### src/alu_settings.svh
`ifndef ALU_SETTINGS_SVH
`define ALU_SETTINGS_SVH

// ==============================
// Datapath widths
// ==============================

// Operand and result word, signed Q6.10
`define ALU_DATA_W 16

// Fraction bits of the Q6.10 word
`define ALU_FRAC_W 10

// MAC accumulator, signed Q16.20
`define ALU_ACC_W 36

// ==============================
// Transpose matrix
// ==============================

`define ALU_CELL_W 2 // Bits per matrix element

`define ALU_MAT_N 8 // Rows and columns, one word per column

`endif
### src/alu_data_pkg.sv
`include "alu_settings.svh"

package alu_data_pkg;

    // ==============================
    // Word views
    // ==============================

    // Fixed-point reading, integer part carries the sign
    typedef struct packed {
        logic signed [`ALU_DATA_W-`ALU_FRAC_W-1:0] int_part;
        logic        [`ALU_FRAC_W-1:0]             frac;
    } alu_fixed_t;

    // Same 16 bits seen as arithmetic operand or as one matrix column/row
    typedef union packed {
        alu_fixed_t                                   fixed;
        logic [0:`ALU_MAT_N-1][`ALU_CELL_W-1:0] cells; // Element 0 in the top bits
    } alu_word_u;

    // Accumulator, Q16.20
    typedef logic signed [`ALU_ACC_W-1:0] alu_acc_t;

    // ==============================
    // Saturation limits
    // ==============================

    localparam logic signed [`ALU_DATA_W-1:0] WORD_MAX = {1'b0, {(`ALU_DATA_W-1){1'b1}}};
    localparam logic signed [`ALU_DATA_W-1:0] WORD_MIN = {1'b1, {(`ALU_DATA_W-1){1'b0}}};

    localparam alu_acc_t ACC_MAX = {1'b0, {(`ALU_ACC_W-1){1'b1}}}; // 2^35 - 1
    localparam alu_acc_t ACC_MIN = {1'b1, {(`ALU_ACC_W-1){1'b0}}}; // -2^35

endpackage

### src/alu_op_pkg.sv
package alu_op_pkg;

    // ==============================
    // Instruction encoding
    // ==============================

    // Codes 3, 5 and 8 are retired and decode as zero-result ops
    typedef enum logic [3:0] {
        OP_ADD       = 4'd0, // Saturating add
        OP_SUB       = 4'd1, // Saturating subtract
        OP_MAC       = 4'd2, // Multiply-accumulate
        OP_GRAY      = 4'd4, // Binary to Gray
        OP_ROR       = 4'd6, // Rotate right by B[3:0]
        OP_CLZ       = 4'd7, // Leading zeros from MSB
        OP_TRANSPOSE = 4'd9  // 8x8 matrix of 2-bit cells
    } alu_op_e;

    // ==============================
    // Dispatch FSM
    // ==============================

    typedef enum logic {
        IDLE = 1'b0, // Ready for a new op
        BUSY = 1'b1  // Single-cycle result on the output
    } alu_state_e;

endpackage

### src/alu_top.sv
`timescale 1ns/100ps

`include "alu_settings.svh"

module alu_top (
    input  logic                           i_clk,
    input  logic                           i_rst_n,
    input  logic                           i_in_valid,
    input  alu_op_pkg::alu_op_e            i_inst,
    input  logic signed [`ALU_DATA_W-1:0]  i_data_a,
    input  logic signed [`ALU_DATA_W-1:0]  i_data_b,
    output logic                           o_busy,
    output logic                           o_out_valid,
    output logic [`ALU_DATA_W-1:0]         o_data
);

    localparam int DW    = `ALU_DATA_W;
    localparam int IDX_W = $clog2(`ALU_MAT_N);
    localparam logic [IDX_W-1:0] LAST_COL = IDX_W'(`ALU_MAT_N - 1);

    alu_op_pkg::alu_state_e state_q;

    logic             ready;
    logic             accept;
    logic             accept_xp;   // Transpose start, column 0
    logic             accept_op;   // Everything else, one-cycle result
    logic [DW-1:0]    fp_result;
    logic [DW-1:0]    bit_result;
    logic [DW-1:0]    sel_result;
    logic [DW-1:0]    result_q;
    logic             out_valid_q;
    logic             xp_active;
    logic             xp_row_valid;
    logic             xp_load_q;   // Buffer still collecting columns
    logic [IDX_W-1:0] xp_cols_q;

    alu_data_pkg::alu_word_u a_u;
    alu_data_pkg::alu_word_u b_u;
    alu_data_pkg::alu_word_u fp_res_u;
    alu_data_pkg::alu_word_u row_u;

    // ==============================
    // Accept and units
    // ==============================

    assign ready     = (state_q == alu_op_pkg::IDLE) && !xp_active;
    assign accept    = i_in_valid && ready;
    assign accept_xp = accept && (i_inst == alu_op_pkg::OP_TRANSPOSE);
    assign accept_op = accept && (i_inst != alu_op_pkg::OP_TRANSPOSE);

    assign a_u = i_data_a;
    assign b_u = i_data_b;

    alu_fixed_point u_fixed_point (
        .i_clk    (i_clk),
        .i_rst_n  (i_rst_n),
        .i_start  (accept),
        .i_op     (i_inst),
        .i_data_a (a_u),
        .i_data_b (b_u),
        .o_result (fp_res_u)
    );

    assign fp_result = fp_res_u;

    alu_bit_ops u_bit_ops (
        .i_op     (i_inst),
        .i_data_a (i_data_a),
        .i_data_b (i_data_b),
        .o_result (bit_result)
    );

    alu_transpose u_transpose (
        .i_clk             (i_clk),
        .i_rst_n           (i_rst_n),
        .i_start_transpose (accept_xp),
        .i_col_valid       (i_in_valid), // Buffer only listens in its input phase
        .i_data_a          (a_u),
        .o_active          (xp_active),
        .o_row_valid       (xp_row_valid),
        .o_row             (row_u)
    );

    always_comb begin
        case (i_inst)
            alu_op_pkg::OP_ADD,
            alu_op_pkg::OP_SUB,
            alu_op_pkg::OP_MAC:  sel_result = fp_result;
            alu_op_pkg::OP_GRAY,
            alu_op_pkg::OP_ROR,
            alu_op_pkg::OP_CLZ:  sel_result = bit_result;
            default:             sel_result = '0; // Retired and unknown codes
        endcase
    end

    // ==============================
    // Dispatch and result register
    // ==============================

    always_ff @(posedge i_clk or negedge i_rst_n) begin
        if (!i_rst_n) begin
            state_q     <= alu_op_pkg::IDLE;
            out_valid_q <= 1'b0;
            result_q    <= '0;
        end else begin
            out_valid_q <= accept_op;
            state_q     <= accept_op ? alu_op_pkg::BUSY : alu_op_pkg::IDLE;
            if (accept_op) begin
                result_q <= sel_result;
            end
        end
    end

    // Column tracking, busy stays low while columns trickle in
    always_ff @(posedge i_clk or negedge i_rst_n) begin
        if (!i_rst_n) begin
            xp_load_q <= 1'b0;
            xp_cols_q <= '0;
        end else if (accept_xp) begin
            xp_load_q <= 1'b1;
            xp_cols_q <= IDX_W'(1);
        end else if (xp_load_q && i_in_valid) begin
            xp_cols_q <= xp_cols_q + 1'b1;
            if (xp_cols_q == LAST_COL) begin
                xp_load_q <= 1'b0; // Readout begins next cycle
            end
        end
    end

    assign o_busy      = (state_q == alu_op_pkg::BUSY) || (xp_active && !xp_load_q);
    assign o_out_valid = out_valid_q || xp_row_valid;
    assign o_data      = xp_row_valid ? DW'(row_u) : result_q;

    a_valid_exclusive: assert property (
        @(posedge i_clk) disable iff (!i_rst_n)
        !(out_valid_q && xp_row_valid)
    ) else $error("single-cycle result collides with transpose row");

    // Last transpose row trails busy by one cycle
    a_valid_busy: assert property (
        @(posedge i_clk) disable iff (!i_rst_n)
        o_out_valid |-> (o_busy || $past(o_busy))
    ) else $error("output valid without busy, state %s", state_q.name());

endmodule

### src/alu_transpose.sv
`timescale 1ns/100ps

`include "alu_settings.svh"

module alu_transpose (
    input  logic                     i_clk,
    input  logic                     i_rst_n,
    input  logic                     i_start_transpose, // Column 0 on i_data_a
    input  logic                     i_col_valid,       // Columns 1..7 during capture
    input  alu_data_pkg::alu_word_u  i_data_a,
    output logic                     o_active,
    output logic                     o_row_valid,
    output alu_data_pkg::alu_word_u  o_row
);

    localparam int N     = `ALU_MAT_N;
    localparam int IDX_W = $clog2(N);
    localparam logic [IDX_W-1:0] LAST = IDX_W'(N - 1);

    // Row-major storage with rows_q[r].cells[c] holding column c element r
    alu_data_pkg::alu_word_u rows_q [N];

    logic              in_phase_q;   // Waiting for columns 1..7
    logic              rd_phase_q;   // Streaming rows out
    logic [IDX_W-1:0]  col_cnt_q;
    logic [IDX_W-1:0]  row_cnt_q;
    logic              row_valid_q;
    logic              col_wr;
    logic [IDX_W-1:0]  wr_col;
    alu_data_pkg::alu_word_u row_q;

    // ==============================
    // Column capture
    // ==============================

    assign col_wr = i_start_transpose || (in_phase_q && i_col_valid);
    assign wr_col = i_start_transpose ? '0 : col_cnt_q;

    always_ff @(posedge i_clk or negedge i_rst_n) begin
        if (!i_rst_n) begin
            for (int r = 0; r < N; r++) begin
                rows_q[r] <= '0;
            end
        end else if (col_wr) begin
            // Scatter one column across all rows
            for (int r = 0; r < N; r++) begin
                rows_q[r].cells[wr_col] <= i_data_a.cells[r];
            end
        end
    end

    // ==============================
    // Phase control
    // ==============================

    always_ff @(posedge i_clk or negedge i_rst_n) begin
        if (!i_rst_n) begin
            in_phase_q  <= 1'b0;
            rd_phase_q  <= 1'b0;
            col_cnt_q   <= '0;
            row_cnt_q   <= '0;
            row_valid_q <= 1'b0;
        end else begin
            row_valid_q <= rd_phase_q; // Row register lags readout by one
            if (i_start_transpose) begin
                in_phase_q <= 1'b1;
                col_cnt_q  <= IDX_W'(1); // Column 0 taken with the start
            end else if (in_phase_q && i_col_valid) begin
                col_cnt_q <= col_cnt_q + 1'b1;
                if (col_cnt_q == LAST) begin
                    in_phase_q <= 1'b0; // Flip to readout after the last column
                    rd_phase_q <= 1'b1;
                end
            end
            if (rd_phase_q) begin
                row_cnt_q <= row_cnt_q + 1'b1; // Wraps back to row 0
                if (row_cnt_q == LAST) begin
                    rd_phase_q <= 1'b0;
                end
            end
        end
    end

    always_ff @(posedge i_clk) begin
        if (rd_phase_q) begin
            row_q <= rows_q[row_cnt_q];
        end
    end

    assign o_active    = in_phase_q || rd_phase_q;
    assign o_row_valid = row_valid_q;
    assign o_row       = row_q;

    // Top must hold off a new transpose until this one has drained
    a_no_restart: assert property (
        @(posedge i_clk) disable iff (!i_rst_n)
        !(i_start_transpose && o_active)
    ) else $error("transpose started while buffer active");

    // Eight rows bring the counter back to row 0 as readout ends
    a_row_cnt_idle: assert property (
        @(posedge i_clk) disable iff (!i_rst_n)
        !rd_phase_q |-> (row_cnt_q == '0)
    ) else $error("row counter away from row 0 outside readout");

endmodule

### src/alu_bit_ops.sv
`timescale 1ns/100ps

`include "alu_settings.svh"

module alu_bit_ops (
    input  alu_op_pkg::alu_op_e     i_op,
    input  logic [`ALU_DATA_W-1:0]  i_data_a,
    input  logic [`ALU_DATA_W-1:0]  i_data_b,
    output logic [`ALU_DATA_W-1:0]  o_result
);

    localparam int DW = `ALU_DATA_W;
    localparam int SW = $clog2(DW); // Rotate amount width

    logic [DW-1:0]   gray;
    logic [2*DW-1:0] rot_wide;   // A doubled so the shift wraps
    logic [DW-1:0]   rot;
    logic [DW-1:0]   clz;

    // Zeros above the first set bit, full width for zero input
    function automatic logic [DW-1:0] count_lz(input logic [DW-1:0] v);
        logic [DW-1:0] n;
        logic          seen;
        n    = '0;
        seen = 1'b0;
        for (int i = DW - 1; i >= 0; i--) begin
            seen = seen | v[i];
            if (!seen) begin
                n = n + 1'b1;
            end
        end
        return n;
    endfunction

    assign gray = i_data_a ^ (i_data_a >> 1); // Adjacent bit differences

    // Only B[3:0] counts, larger amounts wrap mod 16
    assign rot_wide = {i_data_a, i_data_a} >> i_data_b[SW-1:0];
    assign rot      = rot_wide[DW-1:0];

    assign clz = count_lz(i_data_a);

    always_comb begin
        case (i_op)
            alu_op_pkg::OP_GRAY: o_result = gray;
            alu_op_pkg::OP_ROR:  o_result = rot;
            alu_op_pkg::OP_CLZ:  o_result = clz;
            default:             o_result = '0;
        endcase
    end

endmodule

### src/alu_fixed_point.sv
`timescale 1ns/100ps

`include "alu_settings.svh"

module alu_fixed_point (
    input  logic                      i_clk,
    input  logic                      i_rst_n,
    input  logic                      i_start,  // Op accepted this cycle
    input  alu_op_pkg::alu_op_e       i_op,
    input  alu_data_pkg::alu_word_u   i_data_a,
    input  alu_data_pkg::alu_word_u   i_data_b,
    output alu_data_pkg::alu_word_u   o_result
);

    localparam int DW  = `ALU_DATA_W;
    localparam int FW  = `ALU_FRAC_W;
    localparam int AW  = `ALU_ACC_W;
    localparam int RW  = AW - FW + 1; // Rounded MAC sum from the integer part of 37 bits

    logic signed [DW-1:0]   a_s;        // Operands as plain signed words
    logic signed [DW-1:0]   b_s;
    logic signed [DW:0]     addsub;     // One guard bit for overflow
    logic signed [2*DW-1:0] prod;       // Q12.20 product
    logic signed [AW:0]     acc_sum;    // Unsaturated accumulator + product
    logic signed [RW-1:0]   mac_round;
    logic                   mac_start;
    logic [DW-1:0]          res_w;

    alu_data_pkg::alu_acc_t acc_q;
    alu_data_pkg::alu_acc_t acc_next;

    // Clamp a wide signed value to the 16-bit range
    function automatic logic [DW-1:0] sat_word(input logic signed [RW-1:0] v);
        if (v > alu_data_pkg::WORD_MAX) begin
            return alu_data_pkg::WORD_MAX;
        end else if (v < alu_data_pkg::WORD_MIN) begin
            return alu_data_pkg::WORD_MIN;
        end
        return v[DW-1:0];
    endfunction

    // ==============================
    // Add / subtract
    // ==============================

    assign a_s = {i_data_a.fixed.int_part, i_data_a.fixed.frac};
    assign b_s = {i_data_b.fixed.int_part, i_data_b.fixed.frac};

    assign addsub = (i_op == alu_op_pkg::OP_SUB) ? a_s - b_s : a_s + b_s;

    // ==============================
    // Multiply-accumulate
    // ==============================

    assign prod    = a_s * b_s;    // Binary point at bit 20 as in acc
    assign acc_sum = acc_q + prod; // Sign-extended to 37 bits

    // Accumulator path saturates at 36 bits
    always_comb begin
        if (acc_sum > alu_data_pkg::ACC_MAX) begin
            acc_next = alu_data_pkg::ACC_MAX;
        end else if (acc_sum < alu_data_pkg::ACC_MIN) begin
            acc_next = alu_data_pkg::ACC_MIN;
        end else begin
            acc_next = acc_sum[AW-1:0];
        end
    end

    // Output path works on the unsaturated sum
    // Bit 9 set means fraction >= one half and rounds up
    assign mac_round = $signed(acc_sum[AW:FW]) + $signed({1'b0, acc_sum[FW-1]});

    assign mac_start = i_start && (i_op == alu_op_pkg::OP_MAC);

    always_ff @(posedge i_clk or negedge i_rst_n) begin
        if (!i_rst_n) begin
            acc_q <= '0;
        end else if (mac_start) begin
            acc_q <= acc_next; // Keeps running until reset
        end
    end

    // ==============================
    // Result select
    // ==============================

    always_comb begin
        case (i_op)
            alu_op_pkg::OP_ADD,
            alu_op_pkg::OP_SUB: res_w = sat_word(addsub);
            alu_op_pkg::OP_MAC: res_w = sat_word(mac_round);
            default:            res_w = '0; // Not an arithmetic op
        endcase
    end

    assign o_result = alu_data_pkg::alu_word_u'(res_w);

    // Accumulator moves with the product sign and never wraps
    a_acc_no_wrap: assert property (
        @(posedge i_clk) disable iff (!i_rst_n)
        mac_start |=> ($past(prod[2*DW-1]) ? ($signed(acc_q) <= $signed($past(acc_q)))
                                           : ($signed(acc_q) >= $signed($past(acc_q))))
    ) else $error("accumulator wrapped past its limits");

endmodule

### config.mk
export PLATFORM = sky130hd
export DESIGN_NAME = alu_top
export DESIGN_NICKNAME = d
export VERILOG_FILES = /design/src/alu_data_pkg.sv /design/src/alu_op_pkg.sv /design/src/alu_top.sv /design/src/alu_transpose.sv /design/src/alu_bit_ops.sv /design/src/alu_fixed_point.sv
export VERILOG_INCLUDE_DIRS = /design/src
export SDC_FILE = /design/constraint.sdc
export NUM_CORES = 1
export LEC_CHECK = 0
export BUFFER_PORTS_ARGS = -buffer_cell sky130_fd_sc_hd__clkbuf_2
export CAP_MARGIN = 30
export CELL_PAD_IN_SITES_DETAIL_PLACEMENT = 0
export CELL_PAD_IN_SITES_GLOBAL_PLACEMENT = 2
export CORE_MARGIN = 2
export CORE_UTILIZATION = 43
export CTS_CLUSTER_DIAMETER = 80
export DETAILED_ROUTE_END_ITERATION = 10
export PLACE_DENSITY_LB_ADDON = 0.12
export SYNTH_ARGS = -nofsm -noshare
export SYNTH_HDL_FRONTEND = slang
export SYNTH_SLANG_ARGS = --single-unit
### constraint.sdc
create_clock -name i_clk -period 9.57 [get_ports i_clk]
set_input_delay 1.914 -clock i_clk [delete_from_list [all_inputs] [get_ports i_clk]]
set_output_delay 1.914 -clock i_clk [all_outputs]
set_load 0.01 [all_outputs]
# Word level (Yosys, flattened, before mapping)
# Index checks and enable logic that the tools add are counted.
op_classes:
  n_addsub: 22
  mul: 1
  n_lt_le_gt_ge: 9
  eq_ne: 10
  shift: 1
  n_mux: 65
  bitwise: 19
  n_reduce_logical: 25
op_table:
  columns: ["op", "count"]
  rows:
  - ["$mux W16", 24]
  - ["$add A16 B1 Y16 const B", 15]
  - ["$bwmux W16", 8]
  - ["$mux W36", 2]
  - ["$pmux W16 S2", 2]
  - ["$bmux W16 S3", 1]
  - ["$pmux W16 S3", 1]
  - ["$add A36 B32 Y37", 1]
  - ["$gt A37 B36 Y1 const B", 1]
  - ["$lt A37 B36 Y1 const B", 1]
  - ["$mul A16 B16 Y32", 1]
  - ["$shr A32 B4 Y16", 1]
  - ["$add A27 B2 Y27", 1]
  - ["$gt A27 B16 Y1 const B", 1]
  - ["$lt A27 B16 Y1 const B", 1]
  - ["$mux W1", 19]
  - ["$add A16 B16 Y17", 1]
  - ["$gt A17 B16 Y1 const B", 1]
  - ["$lt A17 B16 Y1 const B", 1]
  - ["$mux W17", 1]
  - ["$sub A16 B16 Y17", 1]
  - ["$xor A16 B15 Y16", 1]
  - ["$mux W3", 5]
  - ["$or A1 B1 Y1", 15]
  - ["other kinds (21)", 46]
totals:
  register_bits: 211
  output_inout_bits: 18
  elab_cells: 172

# Logic depth before layout (Yosys ltp)
# Gate-level depths: netlist of run 1.
logic_depth:
  ltp_word: 33
  depth_mapped: 53
  ltp_nobuf: 52

# Hierarchy
# From an unflattened synthesis of run 1, not the netlist that was laid out.
unflattened:
  hier_cells: 2889
  area_unflattened_um2: 27885.5
modules_own_cells:
  columns: ["mod", "n_inst", "cells_each", "area_each_um2", "seq_area_each_um2"]
  rows:
  - ["alu_fixed_point", 1, 1879, 16205.5, 900.9]
  - ["alu_transpose", 1, 388, 6822.8, 3908.7]
  - ["alu_bit_ops", 1, 522, 3584.7, 0.0]
  - ["alu_top", 1, 100, 1272.5, 525.5]

# Worst setup path before layout of run 1
# Ideal clock, no wire load.
synth_path:
  path_kind: "in2reg"
  startpoint: "in i_data_a[15]"
  endpoint: "reg result_q[6]"
  t_arrival_ns: 11.471
  t_required_ns: 9.486
  path_slack_ns: -1.985
  cell_stages: 51
  path_buffers: 2
  path_cell_list: "clkbuf_1 inv_1 ha_1 clkbuf_1 xnor2_1 ha_1 nor3_1 nor2_1 ha_1 mux2i_1 a21oi_1 ha_1 mux2_2 ha_1 mux2_2 o221ai_1 a21oi_1 ha_1 (+15 left out) nor2_1 nor2_1 ha_1 nor2b_1 a211oi_1 nor2_1 ha_1 mux2_2 ha_1 nand2_1 nand2_1 ha_1 nor2b_1 nand3_1 a21oi_1 o211ai_1 a221o_1 a41oi_2"
synth_via:
  elab_chain_cells: 33
  word_cells_on_any_way: 70
synth_lines:
  columns: ["item", "line", "source"]
  rows:
  - ["start, declared", "alu_top.sv:10", "input logic signed [`ALU_DATA_W-1:0] i_data_a,"]
  - ["$mux W1", "alu_bit_ops.sv:28", "if (!seen) begin"]
  - ["$add A16 B1 Y16", "alu_bit_ops.sv:29", "n = n + 1'b1;"]
  - ["$mux W16", "alu_bit_ops.sv:28", null]
  - ["$add A16 B1 Y16", "alu_bit_ops.sv:29", null]
  - ["$mux W16", "alu_bit_ops.sv:28", null]
  - ["$add A16 B1 Y16", "alu_bit_ops.sv:29", null]
  - ["$mux W16", "alu_bit_ops.sv:28", null]
  - ["$add A16 B1 Y16", "alu_bit_ops.sv:29", null]
  - ["(+17 left out)", null, null]
  - ["$add A16 B1 Y16", "alu_bit_ops.sv:29", null]
  - ["$mux W16", "alu_bit_ops.sv:28", null]
  - ["$add A16 B1 Y16", "alu_bit_ops.sv:29", null]
  - ["$mux W16", "alu_bit_ops.sv:28", null]
  - ["$add A16 B1 Y16", "alu_bit_ops.sv:29", null]
  - ["$mux W16", "alu_bit_ops.sv:28", null]
  - ["$pmux W16 S3", "alu_bit_ops.sv:44", "case (i_op)"]
  - ["$pmux W16 S2 (*)", "alu_top.sv:85", "case (i_inst)"]
  - ["end signal, assigned", "alu_top.sv:109", "result_q <= sel_result;"]
  - ["end, declared", "alu_top.sv:30", "logic [DW-1:0] result_q;"]
# Mark *: on every way between the ends. The rest lies on a longest branch, timed or not. The select of a mux whose other input is x is not followed.
# A chain may end at the register's enable or synchronous reset.

# Worst setup path after layout of run 1
# Same ends and word-level chain as after synthesis.

==> impl_metrics.toml, run 1 <==
[placed_design]
gp_congestion = 0.9005
dp_hpwl_mm = 70.43
io_buffer_count = 56
place_ws_ns = -1.626

[global_route]
grt_use_total_pct = 28.52
grt_max_degree = 84
met1_usage_pct = 37.78
grt-busiest-layer = "met2"
grt_pass1_wl_mm = 138.5
grtUsageMet2_pct = 49.47
grtUsageMet3_pct = 3.762
antenna_found_initial = 0
gr-total-overflow = 0
first_global_vias = 23340

[route]
drtIter0Drc = 1210
drt_wl_total_mm = 87.56
via_per_inst = 5.508
dr_total_vias = 21860
drc_errors = 0
ant_nets = 0
post_drt_wl_per_cell_um = 22.06
drt_pass1_iterations = 6

[critical_path]
path_common_cell = "ha_1"
required_ns = 10.07
critical_path_class = "in -> reg"
slowest_stage = "a221o_1"
cp_max_fo = 6
r2r_slack_ns = 1.47
cpPeakStageDelay_ns = 0.37
ff2ff_path_depth = 29
crit_path_end_kind = "register"
worstPathArrival_ns = 10.82
worstReg2RegEnd = "result_q[5]$_DFFE_PN0P_"
startpoint_type = "input port"
r2r-start = "u_fixed_point.acc_q[8]$_DFFE_PN0P_"

[logic_synthesis]
synth.cell_area_um2 = 26670
synth_top_area_share_pct = 23.95
synth_nets = 3295
synth_area_leaders = "fa_1 (24%), dfrtp_1 (18%), ha_1 (7.1%)"
synth_area_per_cell_um2 = 9.575
async_flop_share_pct = 92.38
synthCells = 2785
ys_seq_elements = 210
synth_most_common_cell = "nand2_1"
ys_warn_count = 0
synth_cell_types = 91
yosys-top-cells-count = "nand2_1 (326), fa_1 (319), inv_1 (319)"
synth_ff_type = "dfrtp_1"
yosys.area.top_type = "fa_1"
ys_seq_area_share_pct = 20.01
synth_edf_count = 16

[floorplanning]
num_io_pins = 57
core_um2 = 61480
die_h_um = 253.0
die_x_um = 253.0
rows = 91
initial_core_util_pct = 43.37
die_area_um2 = 64020

[cts]
clk_path_buf_depth = 3
clock_latency_ns = 0.59
clkTransAtPathRegs_ns = 0.05
numCtsBuffers = 29
cts_sinks = 210
cts_hold_buf = 0
tritoncts = "built"
h-tree-depth = 1
root_buffer = "clkbuf_16"

[run]
cap_violations = 0

[finish]
antenna_cells = 0
layout.nets = 3666
final_util_pct = 52.80
nFillCells = 5702
syn_to_final_growth_pct = 21.74
layout-drive-gt1-share_pct = 27.46

[sta]
rsz0062_at_grt = "yes"
maxSlewViolCount = 0
setup_viol = 7
fin_ws_ns = -0.7501
fin_crit_ns = 10.32
period_share_pct = 107.8
tightest_slew_ns = 0.9495
finalHoldViolCount = 0
timing.fmax_mhz = 96.90
fin_hold_ws_ns = 0.4783
relSlewSlack_pct = 36.70
skew_ns = 0.01879

[status]
run_status = "complete, but fails checks"
violations = "setup timing"

[worst_hold_path]
hp-start = "u_transpose.rows_q[95]$_DFFE_PN0P_"
hold_path.class = "reg -> reg"
hold_end = "u_transpose.rows_q[95]$_DFFE_PN0P_"
hold_depth = 2
-- timing repair --
action                     4_1_cts  5_1_grt
gates resized for setup         27       14
setup buffers                   18        8
pin swaps                       35       12
setup endpoints to repair       12       17
hold endpoints to repair         0        0
-- per-stage QoR --
stage / TNS (ns) / instances / instance area, um2
4_1_cts: -3.577 / 3960 / 32310
3_5_place_dp: -23.35 / 3889 / 31040
5_1_grt: -10.76 / 3969 / 32460
2_1_floorplan: -5.901 / 2785 / 27120
6_report: -3.863 / 3969 / 32460
3_3_place_gp: -20.36 / 3884 / 31000
-- kinds of logic after synthesis --
| family | after synthesis | synth area share, % |
|---|---|---|
| adder cells (fa/ha/maj) | 471 | 31.08 |
| flip-flops | 210 | 20.01 |
| buffers and inverters | 484 | 6.921 |
| AND/OR/NAND/NOR | 799 | 14.50 |
| AO/OA/AOI/OAI | 455 | 10.90 |
| XOR/XNOR | 141 | 4.875 |
| multiplexers | 225 | 11.72 |
-- state kept, by name, indices dropped and copies added (netlist names) --
name                     cells
xp_cols_q                    3
u_transpose.o_row           16
result_q                    16
u_transpose.in_phase_q       1
u_transpose.rd_phase_q       1
u_transpose.row_cnt_q        3
xp_load_q                    1
u_transpose.rows_q         128
u_fixed_point.acc_q         36
out_valid_q                  1
u_transpose.o_row_valid      1
u_transpose.col_cnt_q        3
-- critical path, delay by kind of cell --
| family | cells | cell delay (ns) |
|---|---|---|
| mux | 4 | 0.89 |
| xor+xnor | 3 | 0.45 |
| simple gates | 16 | 1.74 |
| buf+inv | 7 | 0.81 |
| fa+ha+maj | 12 | 3.02 |
| compound gates | 12 | 1.98 |
-- worst max path at each step --
stage / startpoint / end / slack (ns) / cells past startpoint
3_3_place_gp: i_data_a[15] / result_q[5]$_DFFE_PN0P_ / -1.43 / 53
6_report: i_data_a[15] / result_q[6]$_DFFE_PN0P_ / -0.75 / 54
3_5_place_dp: i_data_a[15] / result_q[6]$_DFFE_PN0P_ / -1.63 / 51
2_1_floorplan: i_data_a[15] / result_q[5]$_DFFE_PN0P_ / -1.21 / 53
5_1_grt: i_data_a[15] / result_q[6]$_DFFE_PN0P_ / -1.16 / 54
4_1_cts: i_data_a[15] / result_q[6]$_DFFE_PN0P_ / -0.68 / 51
-- placed cells by master, fill, tap and decap left out, types with 26 or more instances in the layout --
cell type  instances
dfrtp_1          193
ha_1             142
mux4_2            54
and2_1           101
mux2_2           153
clkbuf_2          53
fa_1             317
xnor2_1           81
clkbuf_16         31
nand2_1          321
inv_1            316
a21oi_1          104
a21o_1            26
buf_4            419
xor2_1            46
o21ai_0          130
nor2_1           121
nor3_1            38
nand3_1           42
-- metal layers --
metal / wire length [um] / share of wire, %
met5: 0 / 0
met4: 2398 / 2.7
met3: 3979 / 4.5
met2: 43470 / 50
met1: 37720 / 43
-- area by class of cell --
cell class                 count  area [um2]  area share (%)
sequential                   210        5336           16.44
clock buffer                  38       820.8           2.528
multi-input combinational   2091       19980           61.54
clock inverter                16       172.7          0.5319
tap                          790       988.4           3.045
timing repair buffer         502        3943           12.14
inverter                     322        1224           3.769
Power of run 1 is not shown: default switching activity piles up to over one toggle a cycle in this logic, so the estimate is an artifact.
==> run 2: changes to the inputs <==
--- a/config.mk
+++ b/config.mk
@@ -10,7 +10,7 @@
 export CAP_MARGIN = 30
 export CELL_PAD_IN_SITES_DETAIL_PLACEMENT = 0
 export CELL_PAD_IN_SITES_GLOBAL_PLACEMENT = 2
-export CORE_MARGIN = 2
+export CORE_MARGIN = 8
 export CORE_UTILIZATION = 43
 export CTS_CLUSTER_DIAMETER = 80
 export DETAILED_ROUTE_END_ITERATION = 10
==> constraint.sdc (replaced) <==
create_clock -name i_clk -period 9.7 [get_ports i_clk]
set_input_delay 1.94 -clock i_clk [delete_from_list [all_inputs] [get_ports i_clk]]
set_output_delay 1.94 -clock i_clk [all_outputs]
set_load 0.01 [all_outputs]
==> impl_metrics.toml, run 2 (synthesis gave the netlist of run 1 again) <==
[worst_hold_path]
hold_path.class = "reg -> reg"
hp-start = "u_transpose.rows_q[91]$_DFFE_PN0P_"

[critical_path]
critical_path_class = "in -> reg"
path_common_cell = "ha_4"
worstPathArrival_ns = 10.75
startpoint_type = "input port"
required_ns = 10.11
critPathLaunch = "i_data_a[15]"
cpPeakStageDelay_ns = 0.48
cp_num_buf_inv = 4
slowest_stage = "or4_4"
r2r-start = "u_fixed_point.acc_q[8]$_DFFE_PN0P_"
cp_max_fo = 3
crit_path_end_kind = "register"
crit_family = "adder cells"

[sta]
fin_ws_ns = -0.6374
rsz0062_at_grt = "yes"
tightest_slew_ns = 1.118
tns_ns = -2.916
period_share_pct = 106.6
fin_crit_ns = 10.34
timing.fmax_mhz = 96.74
setup_viol = 8
skew_ns = 0.01878
relSlewSlack_pct = 24.94
finalHoldViolCount = 0
maxSlewViolCount = 0

[global_route]
grt_max_degree = 77
grt_pass1_wl_mm = 136.5
grt_use_total_pct = 24.65
gr-total-overflow = 0
first_global_vias = 23500
antenna_found_initial = 3

[floorplanning]
die_x_um = 265.0
core_um2 = 61480
initial_core_util_pct = 43.37
die_area_um2 = 70240
die_h_um = 265.0
rows = 91
num_io_pins = 57

[cts]
h-tree-depth = 1
clock_latency_ns = 0.56
numCtsBuffers = 25
cts_sinks = 210
clk_path_buf_depth = 3
root_buffer = "clkbuf_16"
clkTransAtPathRegs_ns = 0.06
tritoncts = "built"

[route]
post_drt_wl_per_cell_um = 21.54
drc_errors = 0
via_per_inst = 5.478
drt_pass1_iterations = 5
ant_nets = 0
dr_total_vias = 21690
drtIter0Drc = 1265
drt_wl_total_mm = 85.27

[status]
violations = "setup timing"
run_status = "complete, but fails checks"

[placed_design]
placedInstanceArea_um2 = 31030
gp_congestion = 0.8938
io_buffer_count = 56
place_inst = 3885
dp_hpwl_mm = 69.26

[finish]
layout.nets = 3658
final_common_cell = "buf_4"
final_cell_mix = "buf_4 (411), nand2_1 (324), fa_1 (317), inv_1 (316), dfrtp_1 (193)"
final-seq-area_um2 = 5336
nFillCells = 5682
finalInstanceArea_um2 = 32320
multi_input_area_um2 = 19960
top_regs = "u_transpose.rows_q (128), u_fixed_point.acc_q (36)"
largest_reg_flops = 128
instances_no_fill = 3959
largest_register = "u_transpose.rows_q"
layout-drive-gt1-share_pct = 26.97
syn_to_final_growth_pct = 21.19

[run]
cap_violations = 0
==> run 2: worst paths after layout <==
| path | endpoint | slack (ns) | cells past startpoint |
|---|---|---|---|
| max | result_q[5]$_DFFE_PN0P_ | -0.64 | 53 |
| min | u_transpose.rows_q[91]$_DFFE_PN0P_ | 0.48 | 2 |
| max reg2reg | result_q[5]$_DFFE_PN0P_ | 2.07 | 26 |
| min reg2reg | u_transpose.rows_q[91]$_DFFE_PN0P_ | 0.48 | 2 |
| max in group asynchronous | u_transpose.row_cnt_q[0]$_DFFE_PN0P_ | 7.03 | 2 |
| min in group asynchronous | result_q[5]$_DFFE_PN0P_ | 1.39 | 1 |
==> run 2: area by class of cell <==
cell class / count / area share, %
diodes: 2 / 0.01549
clock buffers: 35 / 2.176
clock inverters: 11 / 0.3639
inverters: 322 / 3.787
multi-input cells: 2091 / 61.75
flip-flops and latches: 210 / 16.51
well taps: 790 / 3.059
repair buffers: 498 / 12.33
==> run 2: through the flow <==
stage	hold WS (ns)	util, %	worst slack [ns]
final	0.4780	52.56	-0.6374
after global routing	0.5126	52.56	-1.123
after CTS	0.4815	52.15	-0.4743
after detailed placement	0.4675	50.47	-1.410
after global placement	0.4603	50.35	-1.308
after floorplan	0.4446	-	-1.105
==> run 2: repair_timing <==
action | CTS | global route
buffers inserted | 14 | 14
pin swaps | 49 | 40
resized for setup | 21 | 26
endpoints found under the setup margin | 13 | 46
hold buffers | 0 | 0
==> run 2: routing by layer <==
metal,up-vias,part of all wire [%],global-route usage (%)
met5,-,0,0.1385
met4,0,2.6,5.708
met3,116,4.4,2.955
met2,504,52,45.09
met1,10990,41,30.89
li1,10080,-,-
==> run 2: worst register-to-register path, cell delays in order, from the launching register on <==
cell	delay, ns
dfrtp_1	0.40
ha_1	0.33
fa_1	0.49
fa_1	0.51
inv_1	0.05
fa_1	0.48
fa_1	0.54
inv_1	0.05
ha_1	0.30
buf_4	0.15
o21a_1	0.09
o21ai_0	0.25
nor2_1	0.13
a211o_1	0.45
a21oi_2	0.22
xnor2_2	0.14
nand4_1	0.17
or3_4	0.45
nor4_4	0.35
nand2_1	0.12
xor2_1	0.17
nor4_1	0.34
a41o_1	0.33
a21oi_1	0.14
a2111oi_0	0.52
buf_4	0.23
a31oi_1	0.08
Power of run 2 is left out for the same reason.
